$ cat src/matvec_params.svh
`ifndef MATVEC_PARAMS_SVH
`define MATVEC_PARAMS_SVH

// Array dimension, used for rows, columns and multiplier lanes
`define MATVEC_N 8

`define MATVEC_OPERAND_W 14
`define MATVEC_RESULT_W 28

`define MATVEC_MULT_STAGES 2  // Registers inside each lane multiplier

`define MATVEC_FIFO_DEPTH 8   // Holds exactly one full result

`endif
$ cat src/matvec_ctrl_pkg.sv
`default_nettype none

`include "matvec_params.svh"

package matvec_ctrl_pkg;

    typedef enum logic [1:0] {
        LOAD_MATRIX,
        LOAD_VECTOR,
        WAIT_SPACE,   // Hold until the result FIFO has drained
        COMPUTE
    } seq_state_t;

    typedef logic [$clog2(`MATVEC_N)-1:0] row_idx_t;

endpackage

`default_nettype wire

$ cat src/matvec_data_pkg.sv
`default_nettype none

`include "matvec_params.svh"

package matvec_data_pkg;

    typedef logic signed [`MATVEC_OPERAND_W-1:0] operand_t;

    typedef logic signed [`MATVEC_RESULT_W-1:0] product_t;  // Full width 14x14 product

    // Row sum wraps in two's complement
    typedef logic signed [`MATVEC_RESULT_W-1:0] result_t;

    // One matrix row or the whole vector
    typedef operand_t operand_row_t [`MATVEC_N];

endpackage

`default_nettype wire

$ cat src/operand_sequencer.sv
`timescale 1ns/1ps
`default_nettype none

`include "matvec_params.svh"

module operand_sequencer
    import matvec_data_pkg::*;
    import matvec_ctrl_pkg::*;
(
    input  logic         clk,
    input  logic         reset,
    input  logic         input_valid,
    output logic         input_ready,
    input  operand_t     input_data,
    input  logic         new_matrix,
    input  logic         fifo_empty,
    output logic         row_valid,
    output operand_row_t w_row,
    output operand_row_t x_row
);

    localparam row_idx_t LAST = row_idx_t'(`MATVEC_N - 1);

    seq_state_t state;
    row_idx_t   col;
    row_idx_t   row;

    // Bank c holds column c, addressed by row
    operand_t w_mem [`MATVEC_N][`MATVEC_N];
    operand_t x_q [`MATVEC_N];

    logic accept;
    logic first_word;
    logic wr_w;
    logic wr_x;

    assign input_ready = (state == LOAD_MATRIX) || (state == LOAD_VECTOR);
    assign accept      = input_valid && input_ready;
    assign first_word  = (col == '0) && (row == '0);  // Counters are zero whenever a load begins

    // A load that starts with new_matrix low skips straight to the vector
    assign wr_w = accept && (state == LOAD_MATRIX) && (new_matrix || !first_word);
    assign wr_x = accept && ((state == LOAD_VECTOR) ||
                             ((state == LOAD_MATRIX) && first_word && !new_matrix));

    always_ff @(posedge clk) begin
        if (reset) begin
            state <= LOAD_MATRIX;
            col   <= '0;
            row   <= '0;
        end else begin
            case (state)
                LOAD_MATRIX: begin
                    if (accept) begin
                        col <= col + 1'b1;
                        if (wr_x) begin
                            state <= LOAD_VECTOR;  // Vector word 0 already taken
                        end else if (col == LAST) begin
                            row <= row + 1'b1;
                            if (row == LAST) begin
                                state <= LOAD_VECTOR;
                            end
                        end
                    end
                end
                LOAD_VECTOR: begin
                    if (accept) begin
                        col <= col + 1'b1;
                        if (col == LAST) begin
                            state <= WAIT_SPACE;
                        end
                    end
                end
                WAIT_SPACE: begin
                    if (fifo_empty) begin
                        state <= COMPUTE;
                    end
                end
                COMPUTE: begin
                    row <= row + 1'b1;
                    if (row == LAST) begin
                        state <= LOAD_MATRIX;
                    end
                end
                default: begin
                    state <= LOAD_MATRIX;
                end
            endcase
        end
    end

    always_ff @(posedge clk) begin
        if (wr_w) begin
            w_mem[col][row] <= input_data;
        end
        if (wr_x) begin
            x_q[col] <= input_data;
        end
    end

    assign row_valid = (state == COMPUTE);

    // All banks are read at the same address, giving one full matrix row
    always_comb begin
        for (int c = 0; c < `MATVEC_N; c++) begin
            w_row[c] = w_mem[c][row];
        end
    end

    assign x_row = x_q;

endmodule

`default_nettype wire

$ cat config.mk
export PLATFORM = sky130hd
export DESIGN_NAME = operand_sequencer
export DESIGN_NICKNAME = d
export VERILOG_FILES = /design/src/matvec_ctrl_pkg.sv /design/src/matvec_data_pkg.sv /design/src/operand_sequencer.sv
export VERILOG_INCLUDE_DIRS = /design/src /design/src/src
export SDC_FILE = /design/constraint.sdc
export NUM_CORES = 1
export LEC_CHECK = 0
export BUFFER_PORTS_ARGS = -buffer_cell sky130_fd_sc_hd__buf_2
export CAP_MARGIN = 10
export CORE_MARGIN = 4
export CORE_UTILIZATION = 40
export CTS_BUF_LIST = sky130_fd_sc_hd__clkbuf_4 sky130_fd_sc_hd__clkbuf_8 sky130_fd_sc_hd__clkbuf_16
export DETAILED_ROUTE_END_ITERATION = 16
export PLACE_DENSITY = 0.62
export SLEW_MARGIN = 30
export SYNTH_ARGS = -nofsm -noshare
export SYNTH_HDL_FRONTEND = slang
export SYNTH_SLANG_ARGS = --single-unit
export TNS_END_PERCENT = 30
$ cat constraint.sdc
create_clock -name clk -period 5.6 [get_ports clk]
set_input_delay 0.28 -clock clk [delete_from_list [all_inputs] [get_ports clk]]
set_output_delay 0.28 -clock clk [all_outputs]
set_load 0.02 [all_outputs]
* Word-level counts from Yosys, hierarchy flattened
Memories as Yosys holds them, arrays and structs flattened.
Index checks and enable logic that the tools add are counted.
** Storage, ports and cells
- Register bits :: 120
- Bits in latches :: 0
- RAM bits :: 896
- Bits in read-only memories :: 0
- Bits of input ports :: 19
- Output and inout port bits :: 226
- Word-level logic and storage cells :: 100
- Memories :: 1
** Operators by class
- $add $sub $neg :: 2
- Multiply operators :: 0
- Divide/modulo/power cells :: 0
- Order comparisons :: 4
- Eq/ne operators :: 14
- Shifts and indexed selects :: 0
- Muxes and demuxes :: 44
- Bitwise gates (word level) :: 2
- Reduce and logical (&&, ||, !) cells :: 22
** Memory list
- w_mem :: words 8, bits a word 112, read ports 8, clocked after memory_dff 0, write ports 1, RTL line operand_sequencer.sv:29 : operand_t w_mem [`MATVEC_N][`MATVEC_N];
** Operator list (number)
- binary-select mux 14 bit (select 3 bit) :: 8
- 2-to-1 mux 14 bit :: 18
- bitwise mux 112 bit :: 1
- 2-to-1 mux 112 bit :: 1
- demux 14 bit (select 3 bit) :: 2
- 2-to-1 mux 2 bit :: 8
- logical AND 1 bit :: 9
- 2-to-1 mux 3 bit :: 3
- >= comparator 4 bit (second input constant) :: 2
- less-than comparator 4 x 1 -> 1 bit (second input constant) :: 2
- != test 2 bit (second input constant) :: 4
- inverter 3 -> 4 bit :: 2
- one-hot mux 2 bit (4 select lines) :: 1
- AND reduction 7 bit :: 1
- adder 3 x 1 -> 3 bit (second input constant) :: 2
- == test 3 bit (second input constant) :: 2
- zero test 3 bit :: 2
- != test 2 x 1 -> 1 bit (second input constant) :: 3
- != test 3 x 2 -> 1 bit (second input constant) :: 2
- one-hot mux 3 bit (2 select lines) :: 1
- == test 2 bit (second input constant) :: 2
- AND reduction 4 bit :: 1
- logical OR 1 bit :: 3
- == test 2 x 1 -> 1 bit (second input constant) :: 1
- 6 further kinds :: 7

* Logic depth before layout (Yosys ltp)
Gate-level depths: netlist of the first run.
- Depth after elaboration :: 9
- Gate-level depth with buffers :: 10
- Mapped depth without buffers :: 6

* Worst setup path before layout of the first run
OpenSTA, ideal clock, no wires.
- Path type :: register -> register
- Start point :: register row[0]
- End point :: memory w_mem[0][100] (netlist bit), enable pin
- Library setup time :: 0.384 ns
- Arrival :: 2.441 ns
- Required time :: 5.216 ns
- Path slack :: 2.774 ns
- Cell stages (with the launch flop) :: 11
- Buffers on the path :: 4
- Clock period less this slack :: 2.826 ns
- Cell sequence :: dfxtp_1 -> buf_2 -> buf_6 -> inv_2 -> buf_2 -> buf_2 -> ha_1 -> and4bb_1 -> nand2_1 -> nand4_1 -> nor2_1
** Between the ends
- Longest elaborated chain between the ends :: 7
- Elaborated cells between the ends (all ways) :: 13
- Classes of those cells :: 2 x order compare; 4 x mux; 1 x bitwise; 6 x reduce/logical
** Ends and longest elaborated chain
- start: declaration :: RTL line operand_sequencer.sv:26 : row_idx_t row;
- start signal: assignment :: RTL line operand_sequencer.sv:59 : row <= row + 1'b1;
- start signal: assignment :: RTL line operand_sequencer.sv:80 : row <= row + 1'b1;
- parallel branches: the longest is 6 deep, another holds >= comparator 4 bit
- 2-to-1 mux 112 bit (not written as such) (*) :: RTL line operand_sequencer.sv:94 : w_mem[col][row] <= input_data;
- end: declaration :: RTL line operand_sequencer.sv:29
Mark *: on every way between the ends.

==> impl_metrics.tcl, run 1 <==
set metrics [dict create \
    fin_worst_skew_ps 28.0 \
    status "finished clean" \
    final_area_mm2 0.0445 \
    htreeDepth 3 \
    globalplace.congestion 0.775 \
    drv_slew 0 \
    die_y_um 316 \
    grt_start_max_net_pins 73 \
    ys_warn_count 0 \
    area_growth_pct 17.2 \
    critPathLaunch "row[0]" \
    clkSinkCount 1016 \
    track_usage_pct 20.3 \
    power_density_mw_per_mm2 427 \
    netlist_area_mm2 0.0380 \
    tightest_slew_ps 996 \
    synth_cell_type_count 47 \
    finish.net_count 2294 \
    hold_violations 0 \
    post_cts_buffers 0 \
    holdCritStartpoint "input_valid" \
    drive_gt1_share_pct 31.2 \
    final_cells 3603 \
    fillCellCount 7754 \
    dp_cells 3409 \
    synthFlopType "edfxtp_1" \
    async_reset_ff_share_pct 0 \
    dpl.hpwl_mm 58.5 \
    setup_viol 0 \
    avgViaCountPerCell 5.68 \
    ys_ff_latch 1016 \
    critPathLaunchType "register" \
    postSynthAreaPerCell_um2 19.7 \
    grt_pass1_vias 20900 \
    portBuffers 244 \
    dr.pass1.iters 5 \
    cts_tree "built" \
    holdCritPathClass "in -> reg" \
    synth-edff-count 1008 \
    drc 0 \
    routed_wl_mm 102 \
    multi_input_area_mm2 0.00703 \
    critical_path_class "reg -> out" \
    antenna_found_initial 7 \
    grt_pass1_wl_mm 148 \
    vias 20500 \
    wl_per_cell_um 28.3 \
    numCtsBuffers 100 \
    crit_fanout 47 \
    reg2reg_depth 7 \
    cts.clk_slew.worst_paths_ps 60 \
    power.leakage_uw 0.0145 \
    drv_cap 0 \
    core_mm2 0.0937 \
    initial_core_util_pct 40.5 \
    rsz0062_at_grt "no" \
    end_kind "primary output" \
    grt_overflow 0 \
    post-route-worst-setup-slack_ps 1250 \
    post-place-ws_ps 1940 \
    die-area_mm2 0.100 \
    r2r_start "row[0]" \
    ir_drop_uv 271 \
    die_w_um 316 \
    crit_required_ps 5320 \
    drt-initial-drc-count 2265 \
    max_freq_ghz 0.230 \
    regArea_mm2 0.0304 \
    clockBufferDepth 3 \
    slew-limit-headroom_pct 33.6 \
    ant_nets 0 \
    clkLatencyLatePin_ps 660 \
    ioPinCount 245 \
    tns_ps 0 \
    min_period_ps 4350 \
    place_area_mm2 0.0411 \
    syn_inst 1924 \
    cts_root_buf "clkbuf_16" \
    fp-row-count 112 \
    fin_total_pwr_uw 19000 \
    min_path_cells 4 \
    ys_seq_area_share_pct 80.1 \
    crit_arrival_ps 4070 \
    syn-num-nets 1954 \
    fin_crit_sh_pct 77.7 \
]
## cell families after synthesis
kind of cell             after synthesis  share of synthesized area, %
buffers and inverters                120                          1.60
flip-flops                          1016                          80.1
AO/OA/AOI/OAI                        243                          5.16
XOR/XNOR                               1                        0.0231
adder cells (fa/ha/maj)               11                         0.362
multiplexers                         230                          9.51
AND/OR/NAND/NOR                      303                          3.26
## cell usage after synthesis (all sizes together) (2+ instances only)
library cell	count	area [µm²]
nor2	96	383
nand3	5	25.0
o22ai	33	206
nor2b	3	18.8
o21bai	2	15.0
ha	11	138
clkbuf	20	75.1
o2bb2ai	4	35.0
a21oi	7	38.8
mux2i	40	400
edfxtp	1008	30300
buf	91	500
and3	2	12.5
o221ai	26	228
dfxtp	8	160
nor3	4	30.0
o21ai	6	30.0
mux2	95	1070
mux4	95	2140
a221oi	123	1080
or3	4	25.0
a22oi	35	263
nand4	2	12.5
nand2	177	664
nand2b	7	43.8
o22a	2	17.5
inv	9	33.8
## power by group
group	internal (µW)	switching, µW	leakage (µW)
combinational	1170	2390	0.00367
sequential	8510	117	0.00913
clock	4010	2790	0.00165
total	13700	5300	0.0145
## state kept, by name (all words and copies together), names as in the netlist
register,cells
state,2
col,3
w_mem,896
row,3
x_row,112
## per-stage QoR
stage / hold slack [ps] / util (%)
final: 137 / 47.5
after CTS: 96.5 / 47.4
after floorplan: 379 / -
after detailed placement: 523 / 43.8
after global routing: 160 / 47.5
after global placement: 503 / 43.7
## cell usage in the layout (no fill, tap or decap), drive strengths merged, types with 3 or more instances in the layout
cell type,synthesis,final
edfxtp,1008,1008
buf,91,344
nand2,177,177
a221oi,123,123
clkbuf,20,115
nor2,96,96
mux4,95,95
mux2,95,95
clkinv,0,48
mux2i,40,40
a22oi,35,35
o22ai,33,33
o221ai,26,26
bufinv,0,14
inv,9,12
ha,11,11
dfxtp,8,8
nand2b,7,7
a21oi,7,7
o21ai,6,6
nand3,5,5
clkinvlp,0,5
dlygate4sd3,0,5
o2bb2ai,4,4
or3,4,4
nor3,4,4
nor2b,3,3
## critical path, cell delays in order (launching register included)
cell	delay (ps)
dfxtp_4	730
buf_4	720
nor2b_2	580
buf_4	370
a221oi_1	150
o22ai_1	510
buf_2	270
## timing repair
action                    in CTS  in global routing
resized for setup              0                  0
hold endpoints to repair      16                  0
hold buffers                   5                  0
## cell type report
cell class	count	area share, %
antenna	2	0.0112
clock buffer	115	5.91
clock inverter	70	1.62
inverter	9	0.0815
multi-input combinational	788	15.8
sequential	1016	68.4
tap	1254	3.52
timing repair buffer	349	4.68
## worst paths after layout
path | endpoint | slack (ps)
max reg2reg | state[0] | 2080
max | w_row[72] | 1250
min | col[2] | 140
min reg2reg | state[1] | 540
## routing by layer
metal	track usage, %	vias to the layer above	routed length [µm]
li1	-	8562	-
met4	5.61	4	2240
met5	0	-	27
met3	3.77	137	8550
met1	28.9	10800	42800
met2	32.4	979	48400
(Power assumes the default switching activity.)
==> run 2, diff against run 1 <==
ABC_AREA = 1   (was default)
clock period = 4.38 ns   (was 5.6 ns; I/O delays follow)
==> impl_metrics.tcl, run 2 <==
set metrics [dict create \
    dr.pass1.iters 5 \
    slowest_delay_ps 670 \
    htreeDepth 3 \
    avgViaCountPerCell 5.38 \
    rsz0062_at_grt "no" \
    r2r_start "col[0]" \
    tns_ps 0 \
    drv_cap 0 \
    drt-initial-drc-count 1947 \
    tightest_slew_ps 956 \
    critical_path_class "reg -> out" \
    slew-limit-headroom_pct 36.3 \
    place_area_mm2 0.0400 \
    min_path_cells 1 \
    grt_pass1_vias 22300 \
    hold_violations 0 \
    ys_warn_count 0 \
    reg2reg_depth 10 \
    top_layer "met4" \
    crit_arrival_ps 3380 \
    final_common_cell "edfxtp_1" \
    post-route-worst-setup-slack_ps 781 \
    ys_ff_latch 1016 \
    synthFlopType "edfxtp_1" \
    cts_root_buf "clkbuf_16" \
    status "finished clean" \
    synth.top_cell.area_share_pct 82.1 \
    syn-num-nets 2424 \
    wl_met2_mm 48.5 \
    final_area_mm2 0.0434 \
    holdCritPathClass "in -> reg" \
    fin_crit_sh_pct 82.2 \
    worst_path_most_repeated_cell "nand2_1" \
    top_register "w_mem" \
    met1Wirelength_mm 40.0 \
    async_reset_ff_share_pct 0 \
    end_kind "primary output" \
    fp-row-count 111 \
    cts_resized 0 \
    yosysMostFrequentCell "edfxtp_1" \
    ant_nets 0 \
    antenna_found_initial 0 \
    initial_core_util_pct 40.3 \
    die_y_um 312 \
    crit_fanout 71 \
    clockBufferDepth 3 \
    max_freq_ghz 0.278 \
    synthTopCellsByArea "edfxtp_1, nand2_1, a22oi_1" \
    portBuffers 244 \
    layout_common_cells "edfxtp_1, nand2_1, buf_2" \
    yosys-top-cells-count "edfxtp_1, nand2_1, a22oi_1, nor2_1, nand4_1" \
    r2r-end "w_mem[6][98]" \
    postSynthAreaPerCell_um2 15.4 \
    critPathLaunchType "register" \
    post-place-ws_ps 1250 \
    fillCellCount 7780 \
    cts.clk_slew.worst_paths_ps 60 \
    grt_start_max_net_pins 113 \
    drive_gt1_share_pct 19.0 \
    power.leakage_uw 0.0149 \
    largest_reg_flops 896 \
    crit_required_ps 4160 \
    globalplace.congestion 0.813 \
    area_growth_pct 17.7 \
    numCtsBuffers 98 \
    track_usage_pct 20.1 \
    reg2reg_slack_ps 1160 \
    clkSinkCount 1016 \
    clkLatencyLatePin_ps 640 \
    grt_pass1_wl_mm 145 \
    hold_end "x_row[41]" \
    ir_drop_uv 668 \
    core_mm2 0.0915 \
    netlist_area_mm2 0.0369 \
    finish.net_count 2771 \
    wl_per_cell_um 24.9 \
    vias 21600 \
    die-area_mm2 0.0971 \
    setup_viol 0 \
    syn_inst 2394 \
    dpl.hpwl_mm 56.5 \
    wl_met3_mm 8.66 \
    drv_slew 0 \
    path_cells "nand3_1, inv_6, buf_4, nand2_1, nand4_1, a21oi_1, nand2_1, buf_2" \
    multi_input_area_mm2 0.00587 \
    ys_seq_area_share_pct 82.5 \
    die_w_um 312 \
    synth-edff-count 1008 \
    synth_cell_type_count 29 \
    fin_worst_skew_ps 21.3 \
    ioPinCount 245 \
    routed_wl_mm 99.7 \
    grt_overflow 0 \
    yosys.area.top_type "edfxtp_1" \
    holdCritStartpoint "input_data[13]" \
    drc 0 \
    min_period_ps 3600 \
    regArea_mm2 0.0304 \
    critPathSlowestCell "buf_4" \
    power_density_mw_per_mm2 594 \
    cts_tree "built" \
    post_cts_buffers 0 \
]
-- run 2: worst max-delay path: cells and delay by family, from the launching register on --
| kind | cells | cell delay, ps |
|---|---|---|
| simple gates | 4 | 610 |
| compound gates | 1 | 60 |
| buf+inv | 3 | 1450 |
| flops | 1 | 580 |
-- run 2: final cells by class --
class | instances | area share [%]
antenna | 2 | 0.0115
clock buffer | 125 | 6.31
clock inverter | 57 | 1.47
inverter | 42 | 0.404
multi-input combinational | 1237 | 13.5
sequential | 1016 | 70.1
tap | 1186 | 3.42
timing repair buffer | 346 | 4.70
-- run 2: how the worst max path moves through the flow --
stage / end / slack [ps] / start / depth (start not counted)
2_1_floorplan: w_mem[0][0] / 1740 / col[0] / 10
3_3_place_gp: w_row[60] / 1330 / row[1] / 8
3_5_place_dp: w_row[45] / 1250 / row[1] / 8
4_1_cts: w_row[45] / 570 / row[1] / 8
5_1_grt: w_row[50] / 570 / row[2] / 8
6_report: w_row[45] / 780 / row[1] / 8
-- run 2: logic make-up (layout without fill, tap and decap cells) --
group / after synthesis / after routing / synth area share (%)
AO/OA/AOI/OAI: 211 / 211 / 3.81
buffers and inverters: 141 / 570 / 1.59
adder cells (fa/ha/maj): 11 / 11 / 0.373
AND/OR/NAND/NOR: 1015 / 1015 / 11.7
other: 0 / 2 / 0
flip-flops: 1016 / 1016 / 82.5
-- run 2: what timing repair did --
item,4_1_cts,5_1_grt
setup endpoints to repair,0,0
endpoints found under the hold margin,8,0
hold buffers,1,0
-- run 2: per-layer routing --
metal  track usage, %  up-vias
met3             4.38      153
li1                 -     9534
met4             5.95        0
met5                0        -
met2             33.4      985
met1             26.7    10900
-- run 2: where the power goes --
group | switching, µW | internal (µW) | leakage, µW
logic | 4470 | 1580 | 0.00408
registers | 96.9 | 10900 | 0.00913
clock network | 3580 | 5100 | 0.00165
-- run 2: stage by stage --
stage               hold slack (ps)  power, µW  std cells  util, %
global route                   30.1      26800       4009     47.4
finish                         26.4      25800       4011     47.4
floorplan                       288      14600       2394        -
global placement                396      17300       3826     43.7
detailed placement              398      17400       3826     43.7
CTS                            1.59      26000       4009     47.4
