$ cat src/matvec_params.svh
`ifndef MATVEC_PARAMS_SVH
`define MATVEC_PARAMS_SVH

// Array dimension, used for rows, columns and multiplier lanes
`define MATVEC_N 8

`define MATVEC_OPERAND_W 14
`define MATVEC_RESULT_W 28

`define MATVEC_MULT_STAGES 2  // Registers inside each lane multiplier

`define MATVEC_FIFO_DEPTH 8   // Holds exactly one full result

`endif
$ cat src/result_fifo.sv
`timescale 1ns/1ps
`default_nettype none

`include "matvec_params.svh"

module result_fifo #(
    parameter type item_t = logic signed [`MATVEC_RESULT_W-1:0]
) (
    input  logic  clk,
    input  logic  reset,
    input  logic  push,
    input  item_t push_data,
    output logic  pop_valid,
    input  logic  pop_ready,
    output item_t pop_data,
    output logic  empty
);

    localparam int DEPTH = `MATVEC_FIFO_DEPTH;
    localparam int PTR_W = $clog2(DEPTH);
    localparam int CNT_W = $clog2(DEPTH + 1);

    item_t mem [DEPTH];

    logic [PTR_W-1:0] wr_ptr;
    logic [PTR_W-1:0] rd_ptr;
    logic [CNT_W-1:0] count;
    logic             pop;

    assign pop = pop_valid && pop_ready;

    always_ff @(posedge clk) begin
        if (reset) begin
            wr_ptr <= '0;
            rd_ptr <= '0;
            count  <= '0;
        end else begin
            if (push) begin
                wr_ptr <= (wr_ptr == PTR_W'(DEPTH - 1)) ? '0 : wr_ptr + 1'b1;
            end
            if (pop) begin
                rd_ptr <= (rd_ptr == PTR_W'(DEPTH - 1)) ? '0 : rd_ptr + 1'b1;
            end
            if (push && !pop) begin
                count <= count + 1'b1;
            end else if (pop && !push) begin
                count <= count - 1'b1;
            end
        end
    end

    always_ff @(posedge clk) begin
        if (push) begin
            mem[wr_ptr] <= push_data;
        end
    end

    assign pop_valid = (count != '0);
    assign empty     = (count == '0);
    assign pop_data  = mem[rd_ptr];  // Head entry, steady until popped

endmodule

`default_nettype wire

$ cat config.mk
export PLATFORM = sky130hd
export DESIGN_NAME = result_fifo
export DESIGN_NICKNAME = d
export VERILOG_FILES = /design/src/result_fifo.sv
export VERILOG_INCLUDE_DIRS = /design/src /design/src/src
export SDC_FILE = /design/constraint.sdc
export NUM_CORES = 1
export LEC_CHECK = 0
export BUFFER_PORTS_ARGS = -buffer_cell sky130_fd_sc_hd__buf_2
export CAP_MARGIN = 10
export CORE_UTILIZATION = 25
export CTS_CLUSTER_SIZE = 10
export DETAILED_ROUTE_END_ITERATION = 7
export HOLD_SLACK_MARGIN = 0.1
export MAX_ROUTING_LAYER = met4
export PLACE_DENSITY = 0.44
export SLEW_MARGIN = 20
export SYNTH_ARGS = -nofsm -noshare
export SYNTH_HDL_FRONTEND = slang
export SYNTH_SLANG_ARGS = --single-unit
$ cat constraint.sdc
create_clock -name clk -period 3.6 [get_ports clk]
set_clock_uncertainty 0.2 [all_clocks]
set_input_delay 1.08 -clock clk [delete_from_list [all_inputs] [get_ports clk]]
set_output_delay 1.08 -clock clk [all_outputs]
set_load 0.02 [all_outputs]
* Yosys cells after proc, flatten, opt, wreduce, memory -nomap -nowiden
Memories as Yosys holds them, arrays and structs flattened. A register that Yosys moved wholly into a read port is not among the register bits.
Cells that the tools add are included.
** Cells by class
- Reduce and logical (&&, ||, !) cells :: 8
- $add $sub $neg :: 4
- Muxes and demuxes :: 8
- Equal/unequal tests :: 2
** Operators by type and width (number)
- 2-to-1 mux 3 bit :: 4
- 2-to-1 mux 4 bit :: 2
- adder 3 x 1 -> 3 bit (second input constant) :: 2
- == test 3 bit (second input constant) :: 2
- adder 4 x 1 -> 4 bit (second input constant) :: 1
- zero test 4 bit :: 1
- nonzero test 4 bit :: 1
- subtractor 4 x 1 -> 4 bit (second input constant) :: 1
- logical AND 1 bit :: 3
- zero test 1 bit :: 2
- 2-to-1 mux 1 bit :: 2
- nonzero test 2 bit :: 1
** Word-level totals
- Logic and storage cells :: 26
- RAM bits :: 224
- Output and inout bits :: 30
- Register bits :: 10
- Input port bits :: 32
- Memories :: 1
** Memory list
- mem :: depth 8, bits a word 28, rd ports 1, clocked after Yosys merged registers in 1, write ports 1, line result_fifo.sv:23 : item_t mem [DEPTH];

* Depth between registers and ports, before layout
Gate-level depths: netlist (run 1).
- Word-level depth :: 5
- Mapped depth :: 10

* Least setup slack after synthesis (run 1)
No wires, ideal clock.
- Kind :: input-to-reg
- Start :: in push
- End :: mem mem[0][0] in the netlist's numbering (enable)
- Buffers on the path :: 0
- Arrival :: 3.128 ns
- Stages :: 2
- Slack :: -0.176 ns
- Cell sequence :: nand2b_1 nor3_1
** Between the ends
- Cells in the longest elaborated chain, start to end :: 2
** RTL lines
- from (decl) :: line result_fifo.sv:11 : input logic push,
- 2-to-1 mux 1 bit :: line result_fifo.sv:53 : if (push) begin
- 2-to-1 mux 1 bit (implied by the code) :: line result_fifo.sv:54 : mem[wr_ptr] <= push_data;
- to (decl) :: line result_fifo.sv:23
Every way passes these cells.

==> results summary, run 1 <==
The flow ran to the end, but the final reports show violations. The final reports fail on design-rule violations. The violation count after the first detailed-routing iteration came out at between 150 and 200.

The worst hold path was traced through 2 stages. STA classifies the critical path endpoint as an output port. The overall die width is 193 um. The number of global-route vias before repair is roughly 4600. The final core utilization is 30.6%. Detailed routing inserted a total of 4151 vias. The gate count after technology mapping is 399.

The final layout contains routed wiring with a total length of 18900 um. The post-route cell area came out at approximately 11000 um2. The part of the cycle the worst path needs is 96.8%. The weighted congestion reported at the end of routability-driven placement came out at 0.661.

The power density over the cells is 629 nW/um2. Setup violations remaining at the end of the flow were counted as 0. The number of placement rows came out at around 70.

The detail route stage leaves a number of antenna-violating nets equal to 0. The initial core utilization is ~25%. The data arrival time of the critical path is ~2.2 ns.

The number of clock sinks came out at approximately 240. The transition time of the tightest slew-check pin came out at 0.542 ns. Static timing analysis puts the maximum clock frequency at 287 MHz. The global-route congestion overflow total is 0. The number of warning messages in the yosys log is 0. The maximum clock path buffer count is 3. Entering global routing, the biggest net connects 57 pins. The insertion delay of the later-clocked pin in the worst-skew pair came out at 0.52 ns. STA classifies the critical path startpoint as a register.

The max-slew violation count is 0. The H-tree depth is 1. The number of nets in the synthesized netlist is roughly 440.

The mean routed wirelength per cell is 19.5 um. The layout overhead on the synthesized area came out at 20.5%. The setup TNS came out at 0 ns.

The first global-routing pass estimated roughly 29000 um of wire. The root buffer cell chosen for the clock tree is clkbuf_16. The post-CTS resize count came out at 0.

The post-synth design cell area came out at just over 9000 um2. Setup repair after global routing left no endpoint under its margin. The worst hold path belongs to the class register to register. The proportion of layout cells with a drive suffix above 1 is a little over 40%. The hold violation count in the final report was 0. During I/O placement, the number of pins put on the boundary was between 60 and 70. The fraction of the yosys area taken by sequential cells is between 70 and 80%. The met3 global-route usage is around 2.2%. The cell count of the worst reg-to-reg path came out at 9.

The die covers approximately 37000 um2. The met2 usage is 17.8%. The type of the setup path with the least slack is register to output port. In the routed design, unresolved DRC markers number 8. After global routing, the most crowded layer is met2. The minimum setup slack among reg-to-reg paths is between 0.6 and 0.7 ns. Subtracting the final worst setup slack from the clock period gives roughly 3.5 ns. Headroom to the max-slew limit came out at ~64%. Along the worst path, the maximum fanout reaches 22. The number of antenna violations at the first check in global routing came out at 0. The leakage component of the power came out at about 0.0035 uW. The synthesized design contains ~240 register bits. The clock transition time at the flip-flop clock pins of the worst setup and hold paths came out at roughly 0.060 ns. The iteration count of the initial detailed-routing pass is 8. The core region is between 30000 and 40000 um2.

In this run the cell area measured after placement is 10100 um2. The number of buffers added on ports is just over 60. The number of instances in the placed design came out at roughly 920.

The number of different library cells in the post-synthesis netlist came out at 27. The cts-stage hold buffer count is 0. The detail-routed via count per cell came out at 4.30. The count of max-cap constraint violations is 0. The post-CTS repair timing setup buffer count is 0. The detailed placer's ending HPWL is approximately 11000 um. The number of buffers added by the clock tree synthesis step came out at 28.

The net count of the finished layout is about 530. STA puts the critical path data required time at ~2.3 ns. The TritonCTS clock tree is yes. The global router's overall resource usage came out at approximately 11%. The worst supply voltage drop on vdd is roughly 0.33 mV.

A synthesized cell averages 22.7 um2. The floorplan step set the die height to around 190 um. The global routing usage on met1 is between 10% and 20%. The final cell count without fillers is just under 1000.
==> final timing paths <==
| check | from | end |
|---|---|---|
| setup / recovery | register | pop_data[5] |
| hold / removal | rd_ptr[2]$_SDFFE_PP0P_ | register |
| setup reg to reg | count[1]$_SDFFE_PP0P_ | count[3]$_SDFFE_PP0P_ |
| hold reg to reg | rd_ptr[2]$_SDFFE_PP0P_ | register |
==> logic make-up (layout without fill, tap and decap cells) <==
| logic type | after synthesis | count (layout) | share of synthesized area [%] |
|---|---|---|---|
| flip-flops | 237 | 237 | 77.0 |
| multiplexers | 87 | 87 | 18.0 |
| AND/OR/NAND/NOR | 35 | 35 | 1.74 |
| buffers and inverters | 21 | 126 | 1.37 |
| AO/OA/AOI/OAI | 9 | 9 | 0.538 |
| adder cells (fa/ha/maj) | 8 | 8 | 1.19 |
| XOR/XNOR | 2 | 2 | 0.193 |
| other | 0 | 1 | 0 |
==> cells in the mapped netlist <==
cell type / n / share of area [%]
edfxtp_1: 224 / 74
mux4_2: 50 / 12
mux2_2: 29 / 3.6
nor2_1: 17 / 0.70
dfxtp_1: 13 / 2.9
a21oi_1: 7 / 0.39
clkbuf_1: 7 / 0.29
ha_1: 7 / 0.97
nand2_1: 7 / 0.29
mux4_1: 6 / 1.7
buf_2: 5 / 0.28
buf_6: 5 / 0.62
inv_1: 3 / 0.12
nand2b_1: 3 / 0.21
mux2i_1: 2 / 0.22
nand3_1: 2 / 0.11
nor3_1: 2 / 0.11
a211oi_1: 1 / 0.083
a31oi_1: 1 / 0.069
clkbuf_2: 1 / 0.055
fa_1: 1 / 0.22
nand4b_1: 1 / 0.097
nor2b_1: 1 / 0.069
or3_1: 1 / 0.069
or4_1: 1 / 0.083
xnor2_1: 1 / 0.097
xor2_1: 1 / 0.097
==> where the power goes <==
| part | switching [uW] | internal, uW |
|---|---|---|
| sequential | 55.2 | 3110 |
| clock | 1010 | 1420 |
| combinational | 664 | 612 |
==> final cells by class <==
class                   instances  area, um2
clock inverters                 4       32.5
clock buffers                  37        744
inverters                       3       11.3
repair buffers                 82        538
diodes                          1       2.50
multi-input cells             141       2030
well taps                     461        577
flip-flops and latches        237       6990
fillers                      3426      24700
==> flip-flops by register name (all words and copies together) (netlist names), named ones only <==
signal,cells
rd_ptr,3
wr_ptr,3
mem,224
count,4
==> layer usage <==
| layer | vias up | share of wire [%] |
|---|---|---|
| met5 | - | 0 |
| met4 | 0 | 2.2 |
| met3 | 31 | 5.2 |
| met2 | 100 | 48 |
| met1 | 2170 | 44 |
| li1 | 1850 | - |
==> worst max-delay path, cell delays in order, from the launching register on <==
cell	delay [ns]
dfxtp_4	0.42
buf_12	0.23
mux4_2	0.54
mux2_2	0.31
buf_2	0.17
==> placed cells by master (no fill, tap or decap) <==
cell and n:
mux4_2 50, or4_1 1, nor2_4 6, nand3_1 2, clkinv_1 1, dfxtp_4 1
xor2_1 1, clkbuf_8 1, edfxtp_1 224, nand2_1 7, clkbuf_1 8, buf_4 15
nor2_1 11, mux2_2 29, nand2b_1 3, diode_2 1, clkbuf_16 28, clkinv_8 1
clkinvlp_4 1, ha_1 7, mux4_1 6, xnor2_1 1, buf_12 6, nand4b_1 1
inv_1 3, nor2b_1 1, fa_1 1, a31oi_1 1, buf_2 61, a211oi_1 1
or3_1 1, dfxtp_1 10, a21oi_1 7, clkinv_2 1, dfxtp_2 2, nor3_4 2
mux2i_1 2
==> per-stage QoR <==
stage          hold slack [ns]  setup WS, ns  power, uW
2_1_floorplan            0.250         0.587       4140
3_3_place_gp             0.266         0.569       4500
3_5_place_dp             0.282         0.529       4530
4_1_cts                  0.299        0.0665       6990
5_1_grt                  0.331        0.0147       7170
6_report                 0.300         0.116       6870
No activity file was read; power rests on OpenSTA's default activity.
==> run 2, diff against run 1 <==
clock period = 3 ns   (was 3.6 ns; I/O delays follow)
==> results summary, run 2 (synthesized netlist as in run 1, its figures left out) <==
The core area came out at around 36000 um2. The TritonCTS clock tree is yes. The final cell count without fillers came out at 984.

The die covers 37100 um2. The worst setup path is of the register to output port kind. The worst setup path is captured at an output port.

In this run the number of H-tree levels came out at 1. The worst supply voltage drop on vdd is roughly 0.46 mV. The weighted congestion reported at the end of routability-driven placement came out at ~0.73. The setup slack after layout is -0.251 ns. The global-route congestion overflow total is 0. The detail-routed via count per cell came out at approximately 4.3. The number of placement rows came out at between 60 and 70. Dividing total power by cell area gives a power density of between 700 and 800 nW/um2.

The hold violation count in the final report came to 0. The post-route cell area is 11400 um2. The number of buffers added by the clock tree synthesis step came out at 29. Leaving out fill and tap cells, the most frequent cell in the layout is edfxtp_1. The number of fill cells in the layout is about 3400. The area used by multi-input combinational logic came out at roughly 2100 um2. Setup repair after global routing could not meet its margin everywhere.

The data required time at the worst endpoint came out at 1.90 ns. The worst setup path is launched from a register. From synthesis to final layout, the design area changed by 25.6%. The number of antenna violations at the first check in global routing was 0.

The post-route DRC violation count came out at 4. More flip-flops sit in one register than any other, and that register is mem. The count of boundary I/O pins is 62. The violation count after the first detailed-routing iteration is approximately 250.

The leakage component of the power is approximately 0.0037 uW. The headroom to the max-slew limit came out at between 60% and 70%. The clock reaches the later pin of the worst-skew pair after around 0.53 ns. The mean routed wirelength per cell is about 20 um. The routed via count came out at roughly 4300.

Buffers placed on the I/O ports in this run total 61. The count of max-cap constraint violations is 0. The endpoint of the worst-slack reg-to-reg timing path is count[3]$_SDFFE_PP0P_. The post-place instance area is 10200 um2. The count of antenna diodes in the layout came out at 0.

The cell count of the worst reg-to-reg path came out at 9. The flow ran to the end, but the final reports show violations. The worst flop-to-flop path startpoint is count[1]$_SDFFE_PP0P_.

Leaving out fill and tap cells, the most frequent cells in the layout are 224 x edfxtp_1, 55 x mux4_2, 39 x buf_2. The clock transition time at the flip-flop clock pins of the worst setup and hold paths came out at around 0.050 ns. The wire length of the first global-routing pass came out at roughly 29000 um. The root buffer cell chosen for the clock tree is clkbuf_16. The clock drives between 200 and 250 sinks. The maximum number of pins on one net before global-route repair came out at 29. The minimum setup slack among reg-to-reg paths came out at about 0.21 ns. The number of global-route vias before repair came to between 4000 and 5000.

Traced cell by cell, the critical path runs through buf_8 -> buf_12 -> mux4_2 -> mux2_4 -> buf_6. In this run the worst hold path is classified as register to register. The data arrival time of the critical path is between 2 and 2.5 ns. The max-slew violation count is 0. The iteration count of the initial detailed-routing pass is 8. The count of antenna-violating nets left after detailed routing is 0. The biggest fanout along the worst timing path came out at 6.

Detailed placement ended at an HPWL of about 12000 um. The height of the die came out at between 150 and 200 um. The maximum frequency from static timing analysis came out at 308 MHz. The worst stage delay on the critical path came out at between 0.5 and 0.6 ns. The maximum clock path buffer count is 3. In this run, post-CTS hold repair placed 0 buffers. The total of endpoints with negative setup slack in the final report is 28.

The final reports fail on design-rule violations, negative setup slack. The transition time of the tightest slew-check pin is about 0.48 ns. After layout, the worst path uses 108% of the clock period.

The minimum clock period is 3.25 ns. The global router's overall resource usage is 11.2%. In this run the worst setup path terminates at pop_data[6].

The number of flip-flops in the largest register came out at roughly 220. The net count of the finished layout is between 500 and 600. The proportion of layout cells with a drive suffix above 1 is 43.2%. The routed wire length is around 20000 um. After detailed placement, the design holds a cell count of a little over 900.

The register cell area after layout came out at 7000 um2. The final core utilization came out at a little under a third. The startpoint identified for the worst hold timing path is rd_ptr[1]$_SDFFE_PP0P_. Measured along the x axis, the die boundary spans around 190 um.

The slowest stage of the critical path is the mux4_2 cell. The initial core utilization is about a quarter. In the final layout, the registers with the most flip-flops are mem (224), count (4).
-- run 2: cell count changes in the layout (fill, tap and decap cells not counted), moves of 21 or more --
| cell | change |
|---|---|
| buf_6 | +27 |
| mux2_4 | +21 |
| buf_2 | -22 |
| mux2_2 | -21 |
-- run 2: power by group --
part           switching, uW  internal [uW]  leakage, uW  total [uW]
Combinational            894           1100      0.00118        1990
Sequential              68.9           3730      0.00214        3800
Clock                   1200           1760     0.000382        2960
Total                   2170           6590      0.00370        8750
-- run 2: worst min path at each step --
stage / endpoint / slack, ns / cells past startpoint
after global placement: register / 0.28 / 2
after global routing: register / 0.32 / 2
after CTS: register / 0.29 / 2
final: register / 0.29 / 2
after floorplan: register / 0.25 / 2
after detailed placement: register / 0.27 / 2
-- run 2: routing by layer --
layer | GRT usage [%] | up-vias | part of all wire, %
met4 | 2.91 | 0 | 2.2
met2 | 18.0 | 91 | 49
met3 | 2.35 | 38 | 4.0
li1 | - | 1885 | -
met1 | 14.3 | 2259 | 45
met5 | - | - | 0
-- run 2: area by class of cell --
cell class | count | share of cell area, %
clock buffers | 41 | 6.77
clock inverters | 5 | 0.286
inverters | 3 | 0.0988
multi-input cells | 141 | 18.4
flip-flops and latches | 237 | 61.4
well taps | 461 | 5.06
repair buffers | 96 | 7.98
-- run 2: metrics by stage --
stage	TNS (ns)	worst slack (ns)	hold slack [ns]	total power, uW
2_1_floorplan	0	0.167	0.250	4960
4_1_cts	-7.76	-0.316	0.289	8620
3_5_place_dp	0	0.107	0.272	5490
6_report	-6.28	-0.251	0.288	8750
5_1_grt	-8.33	-0.324	0.317	9150
3_3_place_gp	0	0.154	0.280	5440
-- run 2: repair_timing --
action	in CTS	in global routing
resized for setup	33	50
endpoints found under the setup margin	28	29
buffers inserted	4	3
cloned	0	4
hold endpoints to repair	0	0
-- run 2: critical path: cells and delay by family (launching register included) --
kind	cells	cell delay (ns)
DFF	1	0.37
buffers and inverters	3	0.43
muxes	2	0.82
==> run 3, diff against run 2 <==
CELL_PAD_IN_SITES_DETAIL_PLACEMENT = 0   (was not set)
CELL_PAD_IN_SITES_GLOBAL_PLACEMENT = 2   (was not set)
PLACE_DENSITY = 0.52   (was 0.44)
==> results summary, run 3 (synthesized netlist as in run 1, its figures left out) <==
After floorplanning, the core was sized to cover about 36000 um2. The checks that failed: design-rule violations, negative setup slack. The run finished, with violations left. Setup repair after global routing could not meet its margin everywhere. Ranked by flip-flop count, first place goes to mem. The max-slew violation count is 0.

Across the run, the number of max-cap violations was 0. The final core utilization is 31.7%. The library cell used most frequently in the layout, excluding fill and tap cells, is edfxtp_1. The maximum number of pins on one net before global-route repair is 36. The count of boundary I/O pins is 62. The final layout contains routed wiring with a total length of 19300 um. The number of global-route vias before repair came out at roughly 4600. The number of fill cells in the layout came out at about 3400. The worst stage delay on the critical path came out at 0.51 ns. The final critical path takes up 109% of the cycle.

The number of flip-flops in the largest register came out at 224. Across the VDD grid, the largest voltage drop is about 0.38 mV. For the finished layout, the period the worst path requires is about 3.3 ns. The setup slack after layout is -0.279 ns. The post-route DRC violation count came out at 20. The global router's overall resource usage came out at ~11%. The violation count after the first detailed-routing iteration came out at ~230. The number of clock sinks is 237. The leakage component of the power is about 0.0036 uW.

The first global-routing pass estimated slightly below 30000 um of wire. The H-tree depth is 1. The proportion of layout cells with a drive suffix above 1 is a little over two fifths. The data required time at the worst endpoint came out at ~1.9 ns.

In this run the worst path has a maximum fanout of 7. The top cell types in the final layout, fill and taps aside, are 224 x edfxtp_1, 56 x mux4_2, 45 x buf_2. The number of buffers added on ports is roughly 60. The worst setup path is launched from a register. The height of the die came out at between 150 and 200 um. Across the whole layout, storage elements account for approximately 7000 um2. The routed via count is around 4200. The largest registers in the layout are mem (224), count (4). The maximum clock path buffer count is 3. The path category of the worst min-delay check is register to register. The number of antenna violations at the first check in global routing is 3. The hold violation count in the final report came out at 0.

Dividing the detail-routed wire length by the instance count gives about 20 um. The overall power after layout is just under 9000 uW. The number of buffers added by the clock tree synthesis step is 29. The iteration count of the initial detailed-routing pass came out at 6. The net count of the finished layout came out at about 540. The detail-routed via count per cell is about 4.3.

The detailed placer's ending HPWL is approximately 11000 um. At the pin with the least slew margin, the transition time is ~0.47 ns. Setup total negative slack on the finished layout was measured at -6.56 ns. Data on the critical path arrives at its endpoint at between 2 and 2.5 ns.

The initial core utilization is 25.4%. CTS placed an instance of clkbuf_16 at the clock tree root. The most numerous cell type found on the critical path is buf_12.

Measured against its own limit, the worst slew margin works out to a little under 70%. The power density over the cells is around 770 nW/um2. The number of instances in the placed design came out at between 900 and 1000.

The clock transition time at the flip-flop clock pins of the worst setup and hold paths came out at 0.06 ns. The cell at the slowest stage of the critical path is mux4_2. The maximum frequency from static timing analysis came out at between 300 and 400 MHz.

For the worst-skew pair, the clock arrives at the later sink with an insertion delay of 0.54 ns. The number of placement rows came out at just under 70. The count of antenna-violating nets left after detailed routing is 0.

Summed over all layers, the global routing overflow is 0. The layout overhead on the synthesized area came out at 24.5%. The overall die area came out at around 37000 um2. The type of the setup path with the least slack is register to output port. The area used by multi-input combinational logic is a little over 2000 um2.

The signal on the critical path passes through buf_12 -> buf_12 -> mux4_2 -> mux2_4 -> buf_6. The weighted congestion reported at the end of routability-driven placement came out at between 0.6 and 0.7. The overall die width came out at ~190 um. STA classifies the critical path endpoint as an output port. Setup violations remaining at the end of the flow were counted as 28. The final cell count without fillers is between 900 and 1000.

TritonCTS built the clock tree.
==> run 3: cell types whose count changed in the layout (fill, tap and decap cells not counted), moves of 4 or more <==
cell	delta
buf_6	-10
diode_2	+5
mux2_2	+8
buf_2	+6
buf_12	+7
mux2_4	-8
clkbuf_16	-4
buf_4	-9
==> run 3: final timing paths <==
path	slack, ns	cells past startpoint	end	from
max	-0.28	5	pop_data[11]	register
min	0.29	2	rd_ptr[2]$_SDFFE_PP0P_	rd_ptr[2]$_SDFFE_PP0P_
max reg2reg	0.15	9	count[3]$_SDFFE_PP0P_	count[1]$_SDFFE_PP0P_
min reg2reg	0.29	2	rd_ptr[2]$_SDFFE_PP0P_	rd_ptr[2]$_SDFFE_PP0P_
==> run 3: power by group <==
part           switching [uW]  internal (uW)
clock                    1250           1860
sequential               69.4           3730
combinational             837            937
total                    2160           6530
==> run 3: repair_timing <==
item	in CTS	in global routing
cloned	1	0
setup buffers	3	1
endpoints found under the hold margin	0	0
resized for setup	44	10
endpoints found under the setup margin	28	29
hold buffers	0	0
==> run 3: routing by layer <==
metal	share of wire, %	vias up	track usage [%]	wire (um)
li1	-	1860	-	-
met1	44	2199	14.2	8490
met2	49	74	17.7	9380
met3	5.4	29	2.56	1040
met4	2.0	0	2.82	391
met5	0	-	-	0
==> run 3: worst max-delay path, delay by kind of cell (launching register included) <==
kind | cells | cell delay (ns)
buffers and inverters | 3 | 0.40
flip-flops | 1 | 0.43
multiplexers | 2 | 0.79
==> run 3: through the flow <==
step	hold WS, ns	instance area [um2]	worst slack, ns
2_1_floorplan	0.250	9080	0.167
6_report	0.291	11300	-0.279
4_1_cts	0.298	11200	-0.326
3_3_place_gp	0.292	10200	0.123
5_1_grt	0.338	11300	-0.362
3_5_place_dp	0.283	10200	0.112
==> run 3: area by class of cell <==
cell class / count / area share, %
tap: 461 / 5.11
inverter: 3 / 0.0997
clock buffer: 42 / 6.86
clock inverter: 5 / 0.598
sequential: 237 / 61.9
antenna: 5 / 0.111
timing repair buffer: 85 / 7.06
multi-input combinational: 141 / 18.2
